### src/rtl/uart_tx_macros.svh
// default sizing for the buffered uart transmitter
// UART_TX_DEPTH must stay a power of two, 2 or more
`ifndef UART_TX_MACROS_SVH
`define UART_TX_MACROS_SVH

// bytes held by the fifo unless overridden through DEPTH
`define UART_TX_DEPTH 8

// width of the fill level output
`define UART_TX_SIZE_W 16

`endif

### src/rtl/uart_tx_pkg.sv
// shared types for the uart transmitter
// fill level width follows UART_TX_SIZE_W
`include "uart_tx_macros.svh"

package uart_tx_pkg;

    // serializer frame states
    typedef enum logic [1:0] {
        ST_IDLE,  // line high, waiting for a byte
        ST_START, // start bit, line low
        ST_DATA,  // eight data bits, lsb first
        ST_STOP   // stop bit, line high
    } tx_state_e;

    // fifo fill level
    typedef logic [`UART_TX_SIZE_W-1:0] fifo_size_t;

endpackage

### src/rtl/uart_tx.sv
// buffered 8N1 uart transmitter with a strobe/ack write port
// DEPTH must be a power of two, 2 or more
`timescale 1ns/1ps
`include "uart_tx_macros.svh"

module uart_tx #(
    parameter int DEPTH = `UART_TX_DEPTH
) (
    input  logic                    clk,
    input  logic                    arst_n_i,
    input  logic [15:0]             prescaler_i,
    input  logic                    clear_i,
    input  logic [7:0]              dat_i,
    input  logic                    we_i,
    input  logic                    stb_i,
    output logic                    ack_o,
    output logic                    full_o,
    output logic                    empty_o,
    output uart_tx_pkg::fifo_size_t size_o,
    output logic                    tx_o
);

    logic [7:0] byte_data;  // fifo head
    logic       byte_valid;
    logic       byte_pop;

    uart_tx_fifo #(
        .DEPTH(DEPTH)
    ) fifo_i (
        .clk         (clk),
        .arst_n_i    (arst_n_i),
        .clear_i     (clear_i),
        .dat_i       (dat_i),
        .we_i        (we_i),
        .stb_i       (stb_i),
        .ack_o       (ack_o),
        .byte_data_o (byte_data),
        .byte_valid_o(byte_valid),
        .byte_pop_i  (byte_pop),
        .full_o      (full_o),
        .empty_o     (empty_o),
        .size_o      (size_o)
    );

    // a frame in flight is not affected by clear_i
    uart_tx_serializer serializer_i (
        .clk         (clk),
        .arst_n_i    (arst_n_i),
        .prescaler_i (prescaler_i),
        .byte_data_i (byte_data),
        .byte_valid_i(byte_valid),
        .byte_pop_o  (byte_pop),
        .tx_o        (tx_o)
    );

endmodule

### src/rtl/uart_tx_fifo.sv
// DEPTH must be a power of two, 2 or more
// accepts at most one byte every two cycles, strobes wait while full
`timescale 1ns/1ps
`include "uart_tx_macros.svh"

module uart_tx_fifo #(
    parameter int DEPTH = `UART_TX_DEPTH
) (
    input  logic                    clk,
    input  logic                    arst_n_i,
    input  logic                    clear_i,
    input  logic [7:0]              dat_i,
    input  logic                    we_i,
    input  logic                    stb_i,
    output logic                    ack_o,
    output logic [7:0]              byte_data_o,
    output logic                    byte_valid_o,
    input  logic                    byte_pop_i,
    output logic                    full_o,
    output logic                    empty_o,
    output uart_tx_pkg::fifo_size_t size_o
);
    import uart_tx_pkg::*;

    localparam int AW = $clog2(DEPTH);
    localparam fifo_size_t DEPTH_SZ = fifo_size_t'(DEPTH);

    logic [7:0]    mem [DEPTH];
    logic [AW-1:0] wr_ptr_q;
    logic [AW-1:0] rd_ptr_q;
    fifo_size_t    count_q;
    fifo_size_t    count_nxt;
    logic          full_q;
    logic          empty_q;
    logic          ack_q;
    logic          push;
    logic          pop;

    // ack must drop before the next byte is taken, so the master can
    // change dat_i after seeing ack
    assign push = stb_i && we_i && !ack_q && !full_q && !clear_i;
    assign pop  = byte_pop_i && !empty_q && !clear_i;

    always_comb begin
        if (clear_i) begin
            count_nxt = '0; // flush wins over everything
        end else begin
            count_nxt = count_q;
            case ({push, pop})
                2'b10:   count_nxt = count_q + 1'b1;
                2'b01:   count_nxt = count_q - 1'b1;
                default: count_nxt = count_q; // idle or push with pop
            endcase
        end
    end

    always_ff @(posedge clk or negedge arst_n_i) begin
        if (!arst_n_i) begin
            wr_ptr_q <= '0;
            rd_ptr_q <= '0;
            count_q  <= '0;
            full_q   <= 1'b0;
            empty_q  <= 1'b1;
            ack_q    <= 1'b0;
        end else begin
            ack_q   <= push; // one cycle pulse after acceptance
            count_q <= count_nxt;
            full_q  <= (count_nxt == DEPTH_SZ);
            empty_q <= (count_nxt == '0);
            if (clear_i) begin
                wr_ptr_q <= '0;
                rd_ptr_q <= '0;
            end else begin
                if (push) begin
                    wr_ptr_q <= wr_ptr_q + 1'b1; // wraps, depth is a power of two
                end
                if (pop) begin
                    rd_ptr_q <= rd_ptr_q + 1'b1;
                end
            end
        end
    end

    // byte storage
    always_ff @(posedge clk) begin
        if (push) begin
            mem[wr_ptr_q] <= dat_i;
        end
    end

    assign ack_o        = ack_q;
    assign byte_data_o  = mem[rd_ptr_q]; // head byte
    assign byte_valid_o = !empty_q;
    assign full_o       = full_q;
    assign empty_o      = empty_q;
    assign size_o       = count_q;

endmodule

### src/rtl/uart_tx_serializer.sv
// 8N1 framing, each bit lasts prescaler_i + 1 cycles
// prescaler_i is latched at frame start and held for the whole frame
`timescale 1ns/1ps

module uart_tx_serializer (
    input  logic        clk,
    input  logic        arst_n_i,
    input  logic [15:0] prescaler_i,
    input  logic [7:0]  byte_data_i,
    input  logic        byte_valid_i,
    output logic        byte_pop_o,
    output logic        tx_o
);
    import uart_tx_pkg::*;

    tx_state_e   state_q;
    logic [15:0] presc_q;
    logic [15:0] cnt_q;
    logic [2:0]  bit_idx_q;
    logic [7:0]  shift_q;
    logic        tx_q;
    logic        pop_q;
    logic        bit_end;
    logic        pop_req;
    logic        load;

    assign bit_end = (cnt_q == '0);

    // request the head while idle, or already in the last stop cycle so
    // the next start bit follows after a single idle cycle
    assign pop_req = byte_valid_i && !pop_q &&
                     ((state_q == ST_IDLE) || ((state_q == ST_STOP) && bit_end));

    // byte may vanish under a flush, so valid is checked again
    assign load = (state_q == ST_IDLE) && pop_q && byte_valid_i;

    always_ff @(posedge clk or negedge arst_n_i) begin
        if (!arst_n_i) begin
            state_q   <= ST_IDLE;
            cnt_q     <= '0;
            bit_idx_q <= '0;
            tx_q      <= 1'b1; // line idles high
            pop_q     <= 1'b0;
        end else begin
            pop_q <= pop_req;
            case (state_q)
                ST_IDLE: begin
                    if (load) begin
                        state_q <= ST_START;
                        cnt_q   <= prescaler_i;
                        tx_q    <= 1'b0; // start bit
                    end
                end
                ST_START: begin
                    if (bit_end) begin
                        state_q   <= ST_DATA;
                        cnt_q     <= presc_q;
                        bit_idx_q <= '0;
                        tx_q      <= shift_q[0]; // bit 0
                    end else begin
                        cnt_q <= cnt_q - 1'b1;
                    end
                end
                ST_DATA: begin
                    if (bit_end) begin
                        cnt_q <= presc_q;
                        if (bit_idx_q == 3'd7) begin
                            state_q <= ST_STOP;
                            tx_q    <= 1'b1; // stop bit
                        end else begin
                            bit_idx_q <= bit_idx_q + 1'b1;
                            tx_q      <= shift_q[0];
                        end
                    end else begin
                        cnt_q <= cnt_q - 1'b1;
                    end
                end
                ST_STOP: begin
                    if (bit_end) begin
                        state_q <= ST_IDLE;
                    end else begin
                        cnt_q <= cnt_q - 1'b1;
                    end
                end
                default: state_q <= ST_IDLE;
            endcase
        end
    end

    // frame payload, shifted right as each bit goes out
    always_ff @(posedge clk) begin
        if (load) begin
            presc_q <= prescaler_i;
            shift_q <= byte_data_i;
        end else if (bit_end && ((state_q == ST_START) || (state_q == ST_DATA))) begin
            shift_q <= {1'b0, shift_q[7:1]};
        end
    end

    assign byte_pop_o = pop_q; // head leaves the fifo as ST_START is entered
    assign tx_o       = tx_q;

endmodule

### config.mk
export PLATFORM = sky130hd
export DESIGN_NAME = uart_tx
export DESIGN_NICKNAME = d
export VERILOG_FILES = /design/src/rtl/uart_tx_pkg.sv /design/src/rtl/uart_tx.sv /design/src/rtl/uart_tx_fifo.sv /design/src/rtl/uart_tx_serializer.sv
export VERILOG_INCLUDE_DIRS = /design/src /design/src/rtl
export SDC_FILE = /design/constraint.sdc
export NUM_CORES = 1
export LEC_CHECK = 0
export BUFFER_PORTS_ARGS = -buffer_cell sky130_fd_sc_hd__buf_2
export CAP_MARGIN = 5
export CORE_ASPECT_RATIO = 1.4
export CORE_UTILIZATION = 56
export DETAILED_ROUTE_END_ITERATION = 16
export GPL_TIMING_DRIVEN = 1
export PLACE_DENSITY = 0.73
export SETUP_SLACK_MARGIN = 0.02
export SLEW_MARGIN = 10
export SYNTH_ARGS = -nofsm -noshare
export SYNTH_HDL_FRONTEND = slang
export SYNTH_HIERARCHICAL = 1
export SYNTH_SLANG_ARGS = --single-unit
### constraint.sdc
create_clock -name clk -period 8.4 [get_ports clk]
set_input_delay 0.42 -clock clk [delete_from_list [all_inputs] [get_ports clk]]
set_output_delay 0.42 -clock clk [all_outputs]
set_load 0.02 [all_outputs]
==> out/results.txt <==
Reg2reg path depth = 14
Final Total Pwr = 2.15 mW
Critical path, cell by cell = nor4_1, inv_1, ha_1, buf_4, xor2_1, ha_1, nand4bb_1, and4_1, o22ai_2, mux2_1, nor2_1, mux2_1, a2111o_1, nor4_2
First DRT Iteration DRCs = 347
Net Count, Synth = 692
Initial Util = 0.577
GRT overflow = 0
Worst path slowest cell = nor4_1
Netlist Area Pre-Place = 7470 µm²
CTS tree = built
# hold bufs at CTS = 0
Nets@finish = 722
Placed cell area = 7770 µm²
H-tree Lvls = 4
Layout cells sized above 1 = 0.211
Synthesized flop and latch total = 136
Post-route ant nets = 0
Sequential power share = 0.388
Fmax = 238 MHz
Avg Inst Size Synth = 11.5 µm²
Max Root-Sink Buffers = 2
Placed cell count = 839
IO Port Bufs = 48
Vias in the first global route = 5388
First drt pass iteration count = 7
Status = completed
Worst Hold Class = in2async
Initial antenna violation count = 1
Setup Buffers After CTS = 0
Final worst path period need = 4.21 ns
Finished Layout Cells = 871
Relative slew slack = 0.238
Vias per cell = 6.21
CTS buffer count = 17
DRC Markers = 0
Post-synth EDFFs = 88
Post_cts resized = 0
Root buf cell = clkbuf_16
Sequential area share after synthesis = 0.515
Largest net degree at the start of global routing = 53
Max-cap violation count = 0
Final wirelength = 16900 µm
Worst skew pair latency = 0.41 ns
Crit path DAT = 4.53 ns
Final TNS setup = 0 ns
Synth cell types = 85
Post-route cell area = 8340 µm²
Routability congestion estimate from global placement = 0.896
Fraction of registers with async set/reset = 0.353
Worst IR drop on VDD = 0.000207 V
Total number of vias = 5406
Sw Ratio = 0.328
First-pass GRT wire length = 27500 µm
# rows = 49
Die span in x = 99.6 µm
Gr usage total = 0.257
RSZ-0062 raised after global routing = no
Final period utilization = 0.501
Final hold vios = 0
Worst EP required = 8.72 ns
Yosys warnings = 6
Internal power = 1.45 mW
Die height = 139 µm
Clk pwr share = 0.339
Switching pwr = 0.706 mW
Crit start category = flip-flop
Top_reg_cell synth = edfxtp_1
Leakage = 3.17 nW
CP endpoint kind = flip-flop
Final setup vio count = 0
Combinational share of power = 0.273
Worst-path fanout max = 52
Wire length per cell = 19.4 µm
Post-DP HPWL = 11200 µm
Antenna diodes = 0
IO Count = 49
Worst Max-Slew Pin Slew = 1.14 ns
Crit path kind = reg2reg
Slowest stage delay, CP = 0.53 ns
Slew Limit Fails = 0
Hold Slack = 0.113 ns
Core area = 12900 µm²
Post-Syn Instances = 650
Area grow syn2layout = 11.7%
Fin Clk Skew = 0.00981 ns
Fillers = 994
Die area = 13800 µm²
Sink Count = 136
Clock transition at path regs = 0.06 ns
Cell Pwr Density = 258 nW/µm²
cell families after synthesis:
| family | synth area share |
|---|---|
| buffers and inverters | 0.0389 |
| AO/OA/AOI/OAI | 0.149 |
| flip-flops | 0.515 |
| AND/OR/NAND/NOR | 0.154 |
| multiplexers | 0.0982 |
| XOR/XNOR | 0.0235 |
| adder cells (fa/ha/maj) | 0.0218 |
power by group through the flow:
stage	logic [mW]	clock network [mW]	registers [mW]
floorplan	0.442	0	0.836
global route	0.647	0.767	0.844
finish	0.588	0.730	0.837
global placement	0.561	0	0.846
detailed placement	0.576	0	0.847
CTS	0.582	0.739	0.835
path summary, 6_finish.rpt:
kind	from	end	slack [ns]
hold / removal	arst_n_i	fifo_i/size_o[7]	0.11
min in group clk	prescaler_i[0]	serializer_i/presc_q[0]	0.19
max in group asynchronous	arst_n_i	serializer_i/state_q[1]	7.83
hold reg to reg	fifo_i/ack_o	fifo_i/ack_o	0.54
setup / recovery	fifo_i/ack_o	fifo_i/empty_o	4.19
setup reg to reg	fifo_i/ack_o	fifo_i/empty_o	4.19
cell usage after synthesis, types with 13 or more instances:
cell type  number  share of area
mux4_2         16          0.048
ha_1           13          0.022
edfxtp_1       88           0.35
mux2_2         20          0.030
nor3_1         19          0.013
nor2_1         62          0.031
nand2_1        40          0.020
a21oi_1        29          0.019
inv_1          21          0.011
clkbuf_1       20          0.010
dfrtp_1        46           0.15
o21ai_0        36          0.024
placed cells by master, fill, tap and decap left out, drive strengths merged, types with 19 or more instances in the layout:
cell type / Yosys / layout
a21oi: 31 / 31
buf: 23 / 54
clkbuf: 20 / 19
dfrtp: 46 / 46
edfxtp: 88 / 88
inv: 22 / 26
mux2: 23 / 23
nand2: 41 / 41
nor2: 62 / 62
nor3: 19 / 19
o21ai: 36 / 36
layout make-up:
cell class                 count  area [µm²]  area share
timing repair buffer          54         285      0.0342
sequential                   136        3850       0.461
inverter                      22        82.6     0.00990
clock buffer                  19         433      0.0519
multi-input combinational    449        3330       0.399
tap                          178         223      0.0267
clock inverter                13         144      0.0172
sequential cells by signal, summed over array words and instances, names as in the netlist, 2 cells and up:
name                    flops
fifo_i/size_o              16
fifo_i/mem                 64
fifo_i/rd_ptr_q             3
serializer_i/bit_idx_q      3
serializer_i/presc_q       16
serializer_i/cnt_q         16
serializer_i/state_q        2
serializer_i/shift_q        8
fifo_i/wr_ptr_q             3
per-stage QoR:
| stage | utilization | worst slack, ns |
|---|---|---|
| 6_report | 0.645 | 4.19 |
| 4_1_cts | 0.645 | 4.24 |
| 3_5_place_dp | 0.600 | 3.85 |
| 3_3_place_gp | 0.600 | 4.03 |
| 5_1_grt | 0.645 | 3.91 |
| 2_1_floorplan | - | 4.13 |
layer usage:
metal / track usage / vias to the layer above / part of all wire
met4: 0.0991 / 0 / 0.019
met3: 0.0565 / 31 / 0.059
li1: - / 2525 / -
met1: 0.324 / 2666 / 0.41
met5: 0 / - / 0
met2: 0.433 / 184 / 0.51
critical path, delay by kind of cell, from the launching register on:
family / cells / cell delay [ns]
muxes: 2 / 0.72
adders and majority gates: 2 / 0.50
buffers and inverters: 2 / 0.40
AOI/OAI and AO/OA: 2 / 0.58
xor gates and xnor gates: 1 / 0.22
DFF: 1 / 0.40
and+or+nand+nor: 5 / 1.28
No activity file was read; power rests on OpenSTA's default activity.
